File: config.mk
export PLATFORM = sky130hd
export DESIGN_NAME = rep_store_top
export DESIGN_NICKNAME = d
export VERILOG_FILES = /design/src/logic/rep_store_pkg.sv /design/src/logic/store_port_if.sv /design/src/logic/rep_block_store.sv /design/src/logic/rep_store_top.sv /design/src/logic/repetition_block_corrector.sv /design/src/logic/scrub_sequencer.sv /design/src/logic/scrub_timer.sv
export SDC_FILE = /design/constraint.sdc
export NUM_CORES = 1
export LEC_CHECK = 0
export ABC_AREA = 1
export BUFFER_PORTS_ARGS = -buffer_cell sky130_fd_sc_hd__buf_2
export CAP_MARGIN = 20
export CELL_PAD_IN_SITES_DETAIL_PLACEMENT = 1
export CELL_PAD_IN_SITES_GLOBAL_PLACEMENT = 1
export CORE_MARGIN = 4
export CORE_UTILIZATION = 30
export DETAILED_ROUTE_END_ITERATION = 10
export PLACE_DENSITY_LB_ADDON = 0.2
export SLEW_MARGIN = 20
export SYNTH_ARGS = -nofsm -noshare
export SYNTH_HDL_FRONTEND = slang
export SYNTH_SLANG_ARGS = --single-unit
File: constraint.sdc
create_clock -name clk -period 6.3 [get_ports clk]
set_clock_uncertainty 0.1 [all_clocks]
set_input_delay 0.945 -clock clk [delete_from_list [all_inputs] [get_ports clk]]
set_output_delay 0.945 -clock clk [all_outputs]
set_load 0.005 [all_outputs]
File: src/logic/rep_store_pkg.sv
// ~~~~~~~~~~~~~~~~~~~~~~~~~~~~~~
// Defaults and shared types for the repetition-coded store
// Top level reads the defaults, the scrubber uses the types
// ~~~~~~~~~~~~~~~~~~~~~~~~~~~~~~
`default_nettype none

package rep_store_pkg;

  // Bits per data word
  parameter int DEF_DATA_WIDTH = 8;

  // Copies kept per word, odd so a vote never ties
  parameter int DEF_REPETITION = 3;

  // Words in the store
  parameter int DEF_DEPTH = 16;

  // Cycles between two scrub steps
  parameter int DEF_SCRUB_INTERVAL = 64;

  // Repairs done by the scrubber, sticks at all ones
  typedef logic [15:0] repair_count_t;

  // Scrub walk, one block per pass
  typedef enum logic [1:0] {
    SCRUB_IDLE,
    SCRUB_READ,
    SCRUB_CHECK,
    SCRUB_FIX
  } scrub_state_t;

endpackage

`default_nettype wire

File: src/logic/store_port_if.sv
// ~~~~~~~~~~~~~~~~~~~~~~~~~~~~~~
// Single access port of the coded block store
// Arbiter side drives the request, store side returns the block
// ~~~~~~~~~~~~~~~~~~~~~~~~~~~~~~
`timescale 1ns/10ps
`default_nettype none

interface store_port_if #(
  parameter int DATA_WIDTH = 8,
  parameter int REPETITION = 3,
  parameter int DEPTH      = 16,
  localparam int ADDR_WIDTH = (DEPTH > 1) ? $clog2(DEPTH) : 1
);

  // Access this cycle, write when we is high
  logic                           en;
  logic                           we;
  logic [ADDR_WIDTH-1:0]          addr;
  // One word, replicated by the store
  logic [DATA_WIDTH-1:0]          wdata;
  // Whole coded block, one cycle after the read
  logic [REPETITION*DATA_WIDTH-1:0] rblock;

  modport master (output en, output we, output addr, output wdata, input rblock);

  modport store (input en, input we, input addr, input wdata, output rblock);

endinterface

`default_nettype wire
File: src/logic/rep_block_store.sv
// ~~~~~~~~~~~~~~~~~~~~~~~~~~~~~~
// Register array of coded blocks behind one access port
// Writes replicate the word, reads return the raw block
// Fault port flips stored bits to exercise the corrector
// ~~~~~~~~~~~~~~~~~~~~~~~~~~~~~~
`timescale 1ns/10ps
`default_nettype none

module rep_block_store #(
  parameter int DATA_WIDTH = 8,
  parameter int REPETITION = 3,
  parameter int DEPTH      = 16,
  localparam int ADDR_WIDTH = (DEPTH > 1) ? $clog2(DEPTH) : 1
) (
  input wire                           clk,
  input wire                           rst,

  store_port_if.store                  port,

  input wire                           fault_en,
  input wire [ADDR_WIDTH-1:0]          fault_addr,
  input wire [REPETITION*DATA_WIDTH-1:0] fault_mask
);

  localparam int BLOCK_WIDTH = REPETITION * DATA_WIDTH;

  // Coded blocks, REPETITION copies each
  logic [BLOCK_WIDTH-1:0] mem [DEPTH];

  // Port write this cycle
  logic port_wr;
  // Write lands on the faulted block, fault is dropped
  logic fault_blocked;

  assign port_wr       = port.en && port.we;
  assign fault_blocked = port_wr && (port.addr == fault_addr);

  // Array update
  always_ff @(posedge clk) begin
    if (rst) begin
      for (int i = 0; i < DEPTH; i++) begin
        mem[i] <= '0;
      end
    end else begin
      // Fresh copies of the word
      if (port_wr) begin
        mem[port.addr] <= {REPETITION{port.wdata}};
      end
      // XOR the mask into the stored copies
      if (fault_en && !fault_blocked) begin
        mem[fault_addr] <= mem[fault_addr] ^ fault_mask;
      end
    end
  end

  // Registered read, block held between reads
  always_ff @(posedge clk) begin
    if (port.en && !port.we) begin
      port.rblock <= mem[port.addr];
    end
  end

endmodule

`default_nettype wire

File: src/logic/rep_store_top.sv
// ~~~~~~~~~~~~~~~~~~~~~~~~~~~~~~
// Self-correcting repetition-coded word store
// Host reads and writes words, a background scrubber repairs blocks
// Host always wins the single store port
// ~~~~~~~~~~~~~~~~~~~~~~~~~~~~~~
`timescale 1ns/10ps
`default_nettype none

module rep_store_top #(
  parameter int DATA_WIDTH     = rep_store_pkg::DEF_DATA_WIDTH,
  parameter int REPETITION     = rep_store_pkg::DEF_REPETITION,
  parameter int DEPTH          = rep_store_pkg::DEF_DEPTH,
  parameter int SCRUB_INTERVAL = rep_store_pkg::DEF_SCRUB_INTERVAL,
  localparam int ADDR_WIDTH    = (DEPTH > 1) ? $clog2(DEPTH) : 1
) (
  input  wire                            clk,
  input  wire                            rst,

  // Host access
  input  wire                            host_wr,
  input  wire                            host_rd,
  input  wire [ADDR_WIDTH-1:0]           host_addr,
  input  wire [DATA_WIDTH-1:0]           host_wdata,

  // Read result, two cycles after the read
  output logic                           rd_valid,
  output logic [DATA_WIDTH-1:0]          rd_data,
  output logic                           rd_error,

  // Fault injection
  input  wire                            fault_en,
  input  wire [ADDR_WIDTH-1:0]           fault_addr,
  input  wire [REPETITION*DATA_WIDTH-1:0] fault_mask,

  // Scrub status
  output rep_store_pkg::repair_count_t   repair_count,
  output logic                           scrub_busy
);

  // Host owns the port this cycle
  logic host_access;
  // Host write aimed at the block under scrub
  logic host_wr_hit;
  // Store read in flight for the host
  logic host_rd_q;

  // Scrubber side
  logic                  scrub_req;
  logic                  scrub_req_we;
  logic                  scrub_granted;
  logic                  scrub_tick;
  logic                  scrub_step;
  logic [ADDR_WIDTH-1:0] scrub_addr;
  logic [DATA_WIDTH-1:0] scrub_fix_data;

  // Corrector output, shared by host and scrubber
  logic [DATA_WIDTH-1:0] corrected_data;
  logic                  corrected_error;

  store_port_if #(
    .DATA_WIDTH (DATA_WIDTH),
    .REPETITION (REPETITION),
    .DEPTH      (DEPTH)
  ) store_port ();

  assign host_access   = host_wr || host_rd;
  assign host_wr_hit   = host_wr && (host_addr == scrub_addr);
  assign scrub_granted = scrub_req && !host_access;

  // Arbiter, master side of the port
  // Write wins when the host asserts both
  assign store_port.en    = host_access || scrub_req;
  assign store_port.we    = host_access ? host_wr : scrub_req_we;
  assign store_port.addr  = host_access ? host_addr : scrub_addr;
  assign store_port.wdata = host_access ? host_wdata : scrub_fix_data;

  rep_block_store #(
    .DATA_WIDTH (DATA_WIDTH),
    .REPETITION (REPETITION),
    .DEPTH      (DEPTH)
  ) rep_block_store_i (
    .clk        (clk),
    .rst        (rst),
    .port       (store_port.store),
    .fault_en   (fault_en),
    .fault_addr (fault_addr),
    .fault_mask (fault_mask)
  );

  repetition_block_corrector #(
    .DATA_WIDTH (DATA_WIDTH),
    .REPETITION (REPETITION)
  ) repetition_block_corrector_i (
    .block          (store_port.rblock),
    .corrected_data (corrected_data),
    .error          (corrected_error)
  );

  scrub_timer #(
    .DEPTH          (DEPTH),
    .SCRUB_INTERVAL (SCRUB_INTERVAL)
  ) scrub_timer_i (
    .clk        (clk),
    .rst        (rst),
    .step       (scrub_step),
    .tick       (scrub_tick),
    .scrub_addr (scrub_addr)
  );

  scrub_sequencer #(
    .DATA_WIDTH (DATA_WIDTH)
  ) scrub_sequencer_i (
    .clk          (clk),
    .rst          (rst),
    .tick         (scrub_tick),
    .granted      (scrub_granted),
    .host_access  (host_access),
    .host_wr_hit  (host_wr_hit),
    .check_error  (corrected_error),
    .check_data   (corrected_data),
    .req          (scrub_req),
    .req_we       (scrub_req_we),
    .fix_data     (scrub_fix_data),
    .step         (scrub_step),
    .scrub_busy   (scrub_busy),
    .repair_count (repair_count)
  );

  // Read pipeline flag, a host read that lost to its own write is dropped
  always_ff @(posedge clk) begin
    if (rst) begin
      host_rd_q <= 1'b0;
      rd_valid  <= 1'b0;
    end else begin
      host_rd_q <= host_rd && !host_wr;
      rd_valid  <= host_rd_q;
    end
  end

  // Output register, loads only for host reads
  always_ff @(posedge clk) begin
    if (host_rd_q) begin
      rd_data  <= corrected_data;
      rd_error <= corrected_error;
    end
  end

endmodule

`default_nettype wire

File: src/logic/repetition_block_corrector.sv
// ~~~~~~~~~~~~~~~~~~~~~~~~~~~~~~
// Bit-wise majority vote over the copies of one coded block
// Purely combinational, sits between store read and users
// ~~~~~~~~~~~~~~~~~~~~~~~~~~~~~~
`timescale 1ns/10ps
`default_nettype none

module repetition_block_corrector #(
  parameter int DATA_WIDTH = 8,
  parameter int REPETITION = 3
) (
  input  wire  [REPETITION*DATA_WIDTH-1:0] block,
  output logic [DATA_WIDTH-1:0]            corrected_data,
  output logic                             error
);

  // Enough bits to count every copy set
  localparam int COUNT_WIDTH = $clog2(REPETITION + 1);

  // One flag per bit position where copies differ
  logic [DATA_WIDTH-1:0] disagree;

  for (genvar b = 0; b < DATA_WIDTH; b++) begin : gen_bit
    // Bit b taken from every copy
    logic [REPETITION-1:0]  copies;
    logic [COUNT_WIDTH-1:0] ones_count;

    // Copy r lives at offset r*DATA_WIDTH
    for (genvar r = 0; r < REPETITION; r++) begin : gen_copy
      assign copies[r] = block[r*DATA_WIDTH + b];
    end

    // Ones count of the gathered bits
    always_comb begin
      ones_count = '0;
      for (int r = 0; r < REPETITION; r++) begin
        ones_count = ones_count + COUNT_WIDTH'(copies[r]);
      end
    end

    // More than half the copies decide the bit
    assign corrected_data[b] = (ones_count > COUNT_WIDTH'(REPETITION / 2));

    // Mixed ones and zeros means some copy was hit
    assign disagree[b] = ~((&copies) | ~(|copies));
  end

  // Any bit position in conflict
  assign error = |disagree;

endmodule

`default_nettype wire

File: src/logic/scrub_sequencer.sv
// ~~~~~~~~~~~~~~~~~~~~~~~~~~~~~~
// Scrub FSM: read a block, check it, write back the corrected word
// Always yields the port to the host and retries
// ~~~~~~~~~~~~~~~~~~~~~~~~~~~~~~
`timescale 1ns/10ps
`default_nettype none

module scrub_sequencer #(
  parameter int DATA_WIDTH = 8
) (
  input  wire                         clk,
  input  wire                         rst,

  input  wire                         tick,
  input  wire                         granted,

  input  wire                         host_access,
  input  wire                         host_wr_hit,

  input  wire                         check_error,
  input  wire [DATA_WIDTH-1:0]        check_data,

  output logic                        req,
  output logic                        req_we,
  output logic [DATA_WIDTH-1:0]       fix_data,
  output logic                        step,
  output logic                        scrub_busy,
  output rep_store_pkg::repair_count_t repair_count
);

  import rep_store_pkg::*;

  scrub_state_t state;
  scrub_state_t state_next;

  // Block finished, clean or repaired
  logic check_clean;
  logic fix_done;

  // Checked block clean, host left the port alone
  assign check_clean = (state == SCRUB_CHECK) && !host_access && !check_error;

  // Write back went through
  assign fix_done = (state == SCRUB_FIX) && !host_wr_hit && granted;

  // Port request, write only when fixing
  assign req    = (state == SCRUB_READ) || (state == SCRUB_FIX);
  assign req_we = (state == SCRUB_FIX);

  // Advance the walk pointer
  assign step = check_clean || fix_done;

  assign scrub_busy = (state != SCRUB_IDLE);

  // Next state
  always_comb begin
    state_next = state;
    case (state)
      SCRUB_IDLE: begin
        // Ticks only count while idle
        if (tick) begin
          state_next = SCRUB_READ;
        end
      end
      SCRUB_READ: begin
        if (granted) begin
          state_next = SCRUB_CHECK;
        end
      end
      SCRUB_CHECK: begin
        // Host touched the port, sample may be stale
        if (host_access) begin
          state_next = SCRUB_READ;
        end else if (check_error) begin
          state_next = SCRUB_FIX;
        end else begin
          state_next = SCRUB_IDLE;
        end
      end
      SCRUB_FIX: begin
        // Host rewrote our block, latched word is old
        if (host_wr_hit) begin
          state_next = SCRUB_READ;
        end else if (granted) begin
          state_next = SCRUB_IDLE;
        end
      end
      default: begin
        state_next = SCRUB_IDLE;
      end
    endcase
  end

  always_ff @(posedge clk) begin
    if (rst) begin
      state <= SCRUB_IDLE;
    end else begin
      state <= state_next;
    end
  end

  // Corrected word held for the write back
  always_ff @(posedge clk) begin
    if ((state == SCRUB_CHECK) && (state_next == SCRUB_FIX)) begin
      fix_data <= check_data;
    end
  end

  // Repair counter, saturates
  always_ff @(posedge clk) begin
    if (rst) begin
      repair_count <= '0;
    end else if (fix_done && (repair_count != '1)) begin
      repair_count <= repair_count + 1'b1;
    end
  end

endmodule

`default_nettype wire

File: src/logic/scrub_timer.sv
// ~~~~~~~~~~~~~~~~~~~~~~~~~~~~~~
// Paces the background scrub
// Interval tick to start a step, address pointer moved on step
// ~~~~~~~~~~~~~~~~~~~~~~~~~~~~~~
`timescale 1ns/10ps
`default_nettype none

module scrub_timer #(
  parameter int DEPTH          = 16,
  parameter int SCRUB_INTERVAL = 64,
  localparam int ADDR_WIDTH    = (DEPTH > 1) ? $clog2(DEPTH) : 1
) (
  input  wire                   clk,
  input  wire                   rst,
  input  wire                   step,
  output logic                  tick,
  output logic [ADDR_WIDTH-1:0] scrub_addr
);

  localparam int INTERVAL_WIDTH = (SCRUB_INTERVAL > 1) ? $clog2(SCRUB_INTERVAL) : 1;

  // Cycles since the last tick
  logic [INTERVAL_WIDTH-1:0] interval_cnt;
  logic                      interval_done;

  assign interval_done = (interval_cnt == INTERVAL_WIDTH'(SCRUB_INTERVAL - 1));

  // Free running interval, one tick per wrap
  always_ff @(posedge clk) begin
    if (rst) begin
      interval_cnt <= '0;
      tick         <= 1'b0;
    end else if (interval_done) begin
      interval_cnt <= '0;
      tick         <= 1'b1;
    end else begin
      interval_cnt <= interval_cnt + 1'b1;
      tick         <= 1'b0;
    end
  end

  // Walk pointer, only moves when a step completes
  always_ff @(posedge clk) begin
    if (rst) begin
      scrub_addr <= '0;
    end else if (step) begin
      // Wrap at DEPTH, which need not be a power of two
      if (scrub_addr == ADDR_WIDTH'(DEPTH - 1)) begin
        scrub_addr <= '0;
      end else begin
        scrub_addr <= scrub_addr + 1'b1;
      end
    end
  end

endmodule

`default_nettype wire

# Yosys cells after proc, flatten, opt, wreduce, memory -nomap -nowiden

Memories as Yosys holds them, arrays and structs flattened. A register that Yosys moved wholly into a read port is not among the register bits.
Index checks and enable logic that the tools add are counted.

Bits in registers: 48
Latch bits: 0
RAM bits: 384
ROM bits: 0
Output and inout bits: 27
Word-level logic and storage cells: 143
Memories: 1

Add/subtract/negate cells: 19
Multiply operators: 0
Div/mod/pow operators: 0
Order comparisons: 8
Equality and inequality tests: 9
Shifts and indexed selects: 0
Mux-type cells: 26
Bitwise operators: 25
Reduce and logical (&&, ||, !) cells: 45

Memory list:

| name                  | words | width | rd ports | clocked after memory_dff | write ports | line                  | RTL |
|---|---|---|---|---|---|---|---|
| rep_block_store_i.mem | 16    | 24    | 2        | 1                        | 16          | rep_block_store.sv:28 | `logic [BLOCK_WIDTH-1:0] mem [DEPTH];` |

Operators with widths:

| kind                    | count |
|---|---|
| $mux W24                | 2 |
| $reduce_or A24 Y1       | 2 |
| $reduce_and A3 Y1       | 8 |
| $reduce_or A3 Y1        | 8 |
| $xor A24 B24 Y24        | 1 |
| $add A1 B1 Y2           | 8 |
| $add A16 B1 Y16 const B | 1 |
| $add A2 B1 Y2           | 8 |
| $gt A2 B1 Y1 const B    | 8 |
| $mux W4                 | 4 |
| $ne A16 B16 Y1 const B  | 1 |
| $not A1 Y1              | 16 |
| $logic_and A1 B1 Y1     | 13 |
| $mux W1                 | 12 |
| $mux W2                 | 6 |
| $eq A4 B4 Y1            | 2 |
| $mux W8                 | 1 |
| $or A1 B1 Y1            | 8 |
| $pmux W2 S4             | 1 |
| $reduce_or A8 Y1        | 1 |
| $add A6 B1 Y6 const B   | 1 |
| $eq A2 B2 Y1 const B    | 3 |
| $eq A6 B6 Y1 const B    | 1 |
| $logic_not A1 Y1        | 6 |
| 7 further kinds         | 10 |

# Depth between registers and ports, before layout

Gate-level depths: netlist of run 1.

Depth after elaboration: 12
Gate-level depth with buffers: 16
Depth with buffers taken out: 13

# Cells and area by module

From an unflattened synthesis of run 1, not the netlist that was laid out.

Cell total of the unflattened synthesis: 3638
Area total of the unflattened synthesis: 27104.7 um2

Modules (own cells, without submodules):

| module                     | instances | cells an instance | area each (um2) |
|---|---|---|---|
| rep_block_store            | 1         | 3267              | 24342.1 |
| scrub_sequencer            | 1         | 180               | 1387.6 |
| rep_store_top              | 1         | 76                | 584.3 |
| scrub_timer                | 1         | 56                | 450.4 |
| repetition_block_corrector | 1         | 59                | 340.3 |

# Least setup slack after synthesis of run 1

OpenSTA, ideal clock, no wires.

Kind: input -> register
From: input fault_addr[0]
To: memory rep_block_store_i.mem[11][0] in the netlist's numbering, enable pin
Library setup time: 0.438 ns
Data arrival time: 3.779 ns
Path slack: 1.983 ns
Stages on the path: 11
Path buffers: 4
Cell sequence: buf_4 -> inv_2 -> buf_2 -> nand3_1 -> nand2_1 -> nor2_1 -> nand3_1 -> nand2_2 -> buf_4 -> buf_2 -> o21ai_0

RTL lines:

| item        | line                  | RTL |
|---|---|---|
| from (decl) | rep_store_top.sv:32   | `input wire [ADDR_WIDTH-1:0] fault_addr,` |
| to (decl)   | rep_block_store.sv:28 |  |

# Worst setup path in the final report of run 1

From: input host_wr
To: register rep_block_store_i.port.rblock[17], read port of rep_block_store_i.mem (data pin)

Longest elaborated chain between the ends: 4

RTL lines:

| item                | line                  | RTL |
|---|---|---|
| from (decl)         | rep_store_top.sv:20   | `input wire host_wr,` |
| $logic_or A1 B1 Y1  | rep_store_top.sv:66   | `assign host_access = host_wr \|\| host_rd;` |
| $mux W1             | rep_store_top.sv:73   | `assign store_port.we = host_access ? host_wr : scrub_req_we;` |
| $logic_not A1 Y1    | rep_block_store.sv:58 | `if (port.en && !port.we) begin` |
| $logic_and A1 B1 Y1 | rep_block_store.sv:58 |  |
| to (decl)           | store_port_if.sv:26   | `modport store (input en, input we, input addr, input wdata, output rblock);` |

Parallel ways exist; a longest one is shown, timed or not.
A chain may end at the register's enable or synchronous reset.

==> results of run 1 <==
[through the flow]
step / total power, W / hold slack, ps
finish: 0.00785 / 345
global route: 0.00815 / 384
CTS: 0.00789 / 354
detailed placement: 0.00474 / 339
global placement: 0.00473 / 329
floorplan: 0.00424 / 318
[state kept, by name, summed over array words and instances (netlist names)]
signal	count
host_rd_q	1
rd_data	8
rd_error	1
rd_valid	1
rep_block_store_i.mem	384
rep_block_store_i.port.rblock	24
scrub_sequencer_i.fix_data	8
scrub_sequencer_i.repair_count	16
scrub_sequencer_i.state	2
scrub_timer_i.interval_cnt	6
scrub_timer_i.scrub_addr	4
scrub_timer_i.tick	1
[kinds of logic after synthesis]
logic type,after synthesis,share of synthesized area [%]
fa+ha+maj,11,0.500
buf+inv,339,5.68
compound gates,154,3.15
simple gates,2888,41.7
flops,456,48.7
xor+xnor,11,0.350
[area by class of cell]
class	count	area, µm²	share of cell area [%]
clock buffer	77	1510	4.90
multi-input combinational	3064	12800	41.5
timing repair buffer	130	927	3.01
tap	1176	1470	4.77
inverter	140	534	1.73
sequential	456	13400	43.4
clock inverter	25	206	0.670
[metal layers]
layer,vias to the layer above,global-route usage [%]
li1,12100,-
met1,13100,36.1
met2,860,40.7
met3,182,3.64
met4,2,6.80
met5,-,0
[critical path: cells and delay by family]
kind / cells / cell delay [ps]
AND/OR/NAND/NOR: 9 / 1720
buffers and inverters: 5 / 1960
[synth_stat cells, types with 5 or more instances]
master,number
a21o_1,8
a21oi_1,21
buf_1,18
buf_2,65
buf_4,49
clkbuf_1,65
dfxtp_1,31
edfxtp_1,425
ha_1,11
inv_1,126
inv_2,13
nand2_1,2556
nand2_2,7
nand3_1,176
nor2_1,84
nor2_2,15
nor2_4,18
nor2_8,10
nor3_1,13
o21ai_0,90
o21bai_1,27
xnor2_1,5
xor2_1,6
[worst max-delay path by stage]
stage,end,slack (ps),cells after the start
floorplan,rep_block_store_i.mem[11][0]$_DFFE_PP_,1980,11
global placement,rep_block_store_i.port.rblock[15]$_DFFE_PP_,1450,14
detailed placement,rep_block_store_i.port.rblock[15]$_DFFE_PP_,1400,14
CTS,rep_block_store_i.port.rblock[15]$_DFFE_PP_,2110,14
global route,rep_block_store_i.port.rblock[7]$_DFFE_PP_,1780,14
finish,rep_block_store_i.port.rblock[17]$_DFFE_PP_,1970,14
[power breakdown]
part           leakage [nW]  total (W)  internal, W  switching (W)
Combinational          9.66    0.00114     0.000240       0.000899
Sequential             4.63    0.00356      0.00347      0.0000897
Clock                 0.836    0.00316      0.00179        0.00137
==> results_dict.tcl, run 1 <==
set metrics [dict create \
    status "finished, final reports clean" \
    vdd_drop_max_uv 195 \
    final_common_cell "nand2_1" \
    start_util_pct 30.4 \
    synth_seq_cells 456 \
    relSlewSlack_pct 25.3 \
    place_area_um2 29100 \
    fmax_mhz 231 \
    routabilityCongestion 0.828 \
    synth_top_cell_area_share_pct 46.4 \
    syn_area_um2 27500 \
    synth_top_area_cell "edfxtp_1" \
    worstHoldEndpoint "scrub_timer_i.interval_cnt[0]$_SDFF_PP0_" \
    holdPathStages 1 \
    portBuffers 71 \
    syn_inst 3859 \
    drv_cap 0 \
    antenna_left 0 \
    antenna_found_initial 5 \
    synthTopCellsByArea "edfxtp_1, nand2_1, nand3_1" \
    grt_pass1_vias 25900 \
    post_route_cells_drive_above_1_share_pct 7.45 \
    fin_util_pct 34.1 \
    yosysUniqueCellTypes 36 \
    worst_slew_pin_slew_ps 1120 \
    detail_route.wl_per_cell_um 24.9 \
    start_kind "primary input" \
    finalSetupViolations 0 \
    fin_cells 5068 \
    yosysWarnings 0 \
    avgSynthCellArea_um2 7.13 \
    slowest_delay_ps 700 \
    fin_nets 3904 \
    vias 26300 \
    root_buffer "clkbuf_16" \
    critPathKind "primary input to register" \
    drt-met1-wl_um 57900 \
    clkTransAtPathRegs_ps 60 \
    synth-seq-area-share_pct 48.7 \
    rows 110 \
    clkSinkCount 456 \
    die-area_um2 96600 \
    grt_overflow_total 0 \
    fin_area_um2 30800 \
    cts.repair.resized 0 \
    cts_tree "done" \
    drt_iter0_drc 2358 \
    arrival_ps 4720 \
    cp_cell_sequence "buf_2 -> nor2_4 -> nand2_1 -> nand2_2 -> inv_4 -> nor2_4 -> buf_4 -> buf_4 -> nand2_1 -> nand3_1 -> nand2_1 -> nand2_1 -> inv_1 -> nand2_1" \
    die_h_um 311 \
    synth_edf_count 425 \
    io_pins 72 \
    core_region_area_um2 90400 \
    r2r_setup_slack_ps 2430 \
    cp-end-kind "register" \
    critPathMaxFanout 48 \
    wl_met3_um 8610 \
    diodes 0 \
    grtUsageTotal_pct 25.4 \
    cts_made_buffers 56 \
    final_cell_mix "nand2_1, edfxtp_1, nand3_1" \
    pre_cts_ws_ps 1400 \
    min_from "scrub_timer_i.interval_cnt[0]$_SDFF_PP0_" \
    timing.final.ws_setup_ps 1970 \
    leakage_nw 15.1 \
    clock_path_buffers 3 \
    p_per_area_nw_per_um2 255 \
    area_delta_synth_final_pct 12.1 \
    ff2ff_path_depth 13 \
    hpwl_um 78500 \
    cpMostUsedCell "nand2_1" \
    period_share_pct 68.7 \
    slowest_stage "buf_4" \
    chipWidth_um 311 \
    grt_start_max_net_pins 132 \
    clock_latency_ps 630 \
    yosys_most_used_dff "edfxtp_1" \
    fillers 11200 \
    dpl.cell_count 4966 \
    final.setup.tns_ps 0 \
    via_per_inst 5.18 \
    critical_path.startpoint "host_wr" \
    first_pass_iters 5 \
    routed-wl-met2_um 55900 \
    ctsHoldBuffers 0 \
    top_layer_used "met5" \
    hold_path.class "register to register" \
    ctsHtreeMaxLevel 2 \
    drt_drc_violations_left 0 \
    grt_pass1_wl_um 181000 \
    drt_wl_total_um 126000 \
    rsz0062_at_grt "false" \
    synthArstFlopShare_pct 0 \
    drv_slew 0 \
    reg2reg_from "scrub_timer_i.scrub_addr[1]$_SDFFE_PP0P_" \
    report.final.hold_viol_count 0 \
    cts_setup_buffers 0 \
    timing.rr.end "rep_block_store_i.port.rblock[17]$_DFFE_PP_" \
    fin_crit_ps 4330 \
    worstPathRequired_ps 6690 \
    syn-num-nets 3915 \
]
(Power assumes the default switching activity.)
==> run 2, diff against run 1 <==
==> constraint.sdc (replaced) <==
create_clock -name clk -period 3.54 [get_ports clk]
set_clock_uncertainty 0.1 [all_clocks]
set_input_delay 0.531 -clock clk [delete_from_list [all_inputs] [get_ports clk]]
set_output_delay 0.531 -clock clk [all_outputs]
set_load 0.005 [all_outputs]
==> run 2 against run 1 <==
Compared with the run above: first-iteration DRC count shrank 1.7%; cell area grew 3.1%; sequential cell count is the same; final cell count grew 1.8%; wire length grew 0.47%; die area is the same; hold slack lost 290 ps; core utilization grew 1.1 points; clock power grew 92%; count of clock-buffer cells in the layout shrank 12; critical endpoint is now rep_block_store_i.mem[2][7]$_DFFE_PP_.
==> results_dict.tcl, run 2 (same netlist as run 1, synthesis figures left out) <==
set metrics [dict create \
    largest_reg_flops 384 \
    grt_start_max_net_pins 88 \
    clkSinkCount 456 \
    p_sw_w 0.00435 \
    ff2ff_path_depth 8 \
    grt_pass1_vias 26300 \
    timing.rr.end "rep_block_store_i.mem[2][7]$_DFFE_PP_" \
    rsz0062_at_grt "false" \
    final_common_cell "nand2_1" \
    final_cell_mix "nand2_1, edfxtp_1, nand3_1" \
    ctsHoldBuffers 0 \
    worstHoldEndpoint "host_rd_q$_SDFF_PP0_" \
    hpwl_um 81900 \
    rows 110 \
    chipWidth_um 311 \
    drt_drc_violations_left 0 \
    reg_top3 "rep_block_store_i.mem (384), rep_block_store_i.port.rblock (24), scrub_sequencer_i.repair_count (16)" \
    whs_ps 56.9 \
    cts_made_buffers 59 \
    combPwrFrac_pct 14.8 \
    fin_crit_ps 2970 \
    cpMostUsedCell "nand2_1" \
    vdd_drop_max_uv 356 \
    drt_wl_total_um 127000 \
    diodes 0 \
    min_from "host_wr" \
    fmax_mhz 337 \
    routabilityCongestion 0.830 \
    internal_power_w 0.0102 \
    cts_setup_buffers 0 \
    detail_route.wl_per_cell_um 24.5 \
    status "finished, final reports clean" \
    dpl.cell_count 5049 \
    clock_path_buffers 3 \
    period_share_pct 83.8 \
    via_per_inst 5.11 \
    hold_path.class "primary input to register" \
    vias 26300 \
    cp_cell_sequence "nand2_1 -> nand2_1 -> nor2_4 -> inv_2 -> nor2_2 -> nor2_1 -> o21ai_4 -> buf_12" \
    p_sw_share_pct 29.9 \
    core_region_area_um2 90400 \
    grt_overflow_total 0 \
    finalSetupViolations 0 \
    start_util_pct 30.4 \
    critPathKind "register to register" \
    r2r_setup_slack_ps 570 \
    fillers 11100 \
    relSlewSlack_pct 20.2 \
    fin_cells 5158 \
    arrival_ps 3210 \
    die-area_um2 96600 \
    post_route_cells_drive_above_1_share_pct 9.74 \
    clkTransAtPathRegs_ps 60 \
    top_register "rep_block_store_i.mem" \
    final.setup.tns_ps 0 \
    holdPathStages 2 \
    first_pass_iters 7 \
    leakage_nw 15.7 \
    fin_util_pct 35.2 \
    drt_iter0_drc 2317 \
    die_h_um 311 \
    reg2reg_from "scrub_timer_i.scrub_addr[3]$_SDFFE_PP0P_" \
    worst_slew_pin_slew_ps 1190 \
    root_buffer "clkbuf_16" \
    start_kind "register" \
    slowest_delay_ps 920 \
    portBuffers 71 \
    p_clk_share_pct 41.7 \
    io_pins 72 \
    area_delta_synth_final_pct 15.6 \
    drv_cap 0 \
    drv_slew 0 \
    grt_pass1_wl_um 182000 \
    clock_latency_ps 650 \
    cts.repair.resized 0 \
    grtUsageTotal_pct 25.6 \
    cp-end-kind "register" \
    pwr-share-seq_pct 43.5 \
    report.final.hold_viol_count 0 \
    cts_tree "done" \
    ctsHtreeMaxLevel 2 \
    worstPathRequired_ps 3780 \
    p_per_area_nw_per_um2 457 \
    critPathMaxFanout 25 \
    fin_nets 3990 \
    slowest_stage "nor2_4" \
    antenna_found_initial 6 \
    antenna_left 0 \
]
run 2: cell types whose count changed in the layout (fill, tap and decap cells not counted), sizes merged:
cell	before	now
bufinv	3	6
clkinv	19	35
buf	130	213
clkbuf	77	65
run 2: worst max-delay path by stage:
stage / from / to / slack (ps)
floorplan: fault_addr[0] / rep_block_store_i.mem[11][0]$_DFFE_PP_ / -360
global placement: host_wr / rep_block_store_i.mem[2][12]$_DFFE_PP_ / 200
detailed placement: host_wr / rep_block_store_i.mem[2][20]$_DFFE_PP_ / 170
CTS: scrub_timer_i.scrub_addr[3]$_SDFFE_PP0P_ / rep_block_store_i.mem[2][15]$_DFFE_PP_ / 620
global route: scrub_timer_i.scrub_addr[3]$_SDFFE_PP0P_ / rep_block_store_i.mem[2][15]$_DFFE_PP_ / 440
finish: scrub_timer_i.scrub_addr[3]$_SDFFE_PP0P_ / rep_block_store_i.mem[2][7]$_DFFE_PP_ / 570
run 2: cell type report:
class | instances | area (µm²) | area share (%)
Clock buffer | 65 | 1500 | 4.71
Multi-Input combinational cell | 3064 | 12800 | 40.3
Sequential cell | 456 | 13400 | 42.1
Inverter | 140 | 534 | 1.68
Tap cell | 1176 | 1470 | 4.63
Clock inverter | 44 | 389 | 1.22
Timing Repair Buffer | 213 | 1730 | 5.43
run 2: per-stage QoR:
step                setup slack, ps  power (W)  area (µm²)
floorplan                      -363    0.00754       27500
global placement                196    0.00853       29900
detailed placement              174    0.00855       29900
CTS                             616     0.0146       31800
global route                    444     0.0150       31800
finish                          572     0.0145       31800
run 2: power by group through the flow:
stage          Sequential (W)  Combinational, W  Clock, W
3_3_place_gp          0.00642           0.00211         0
6_report              0.00632           0.00215   0.00606
3_5_place_dp          0.00642           0.00213         0
2_1_floorplan         0.00639           0.00115         0
5_1_grt               0.00634           0.00232   0.00638
4_1_cts               0.00632           0.00213   0.00615
run 2: worst max-delay path: cells and delay by family (launching register included):
family | cells | cell delay (ps)
AO/OA/AOI/OAI | 1 | 270
buffers and inverters | 2 | 470
flip-flops | 1 | 380
AND/OR/NAND/NOR | 5 | 1450
run 2: metal layers:
| layer | GRT usage [%] | vias to the layer above | share of wire (%) |
|---|---|---|---|
| met1 | 35.1 | 12900 | 45 |
| li1 | - | 12300 | - |
| met4 | 8.29 | 0 | 3.5 |
| met2 | 40.4 | 904 | 44 |
| met5 | 0 | - | 0 |
| met3 | 5.58 | 203 | 8.0 |
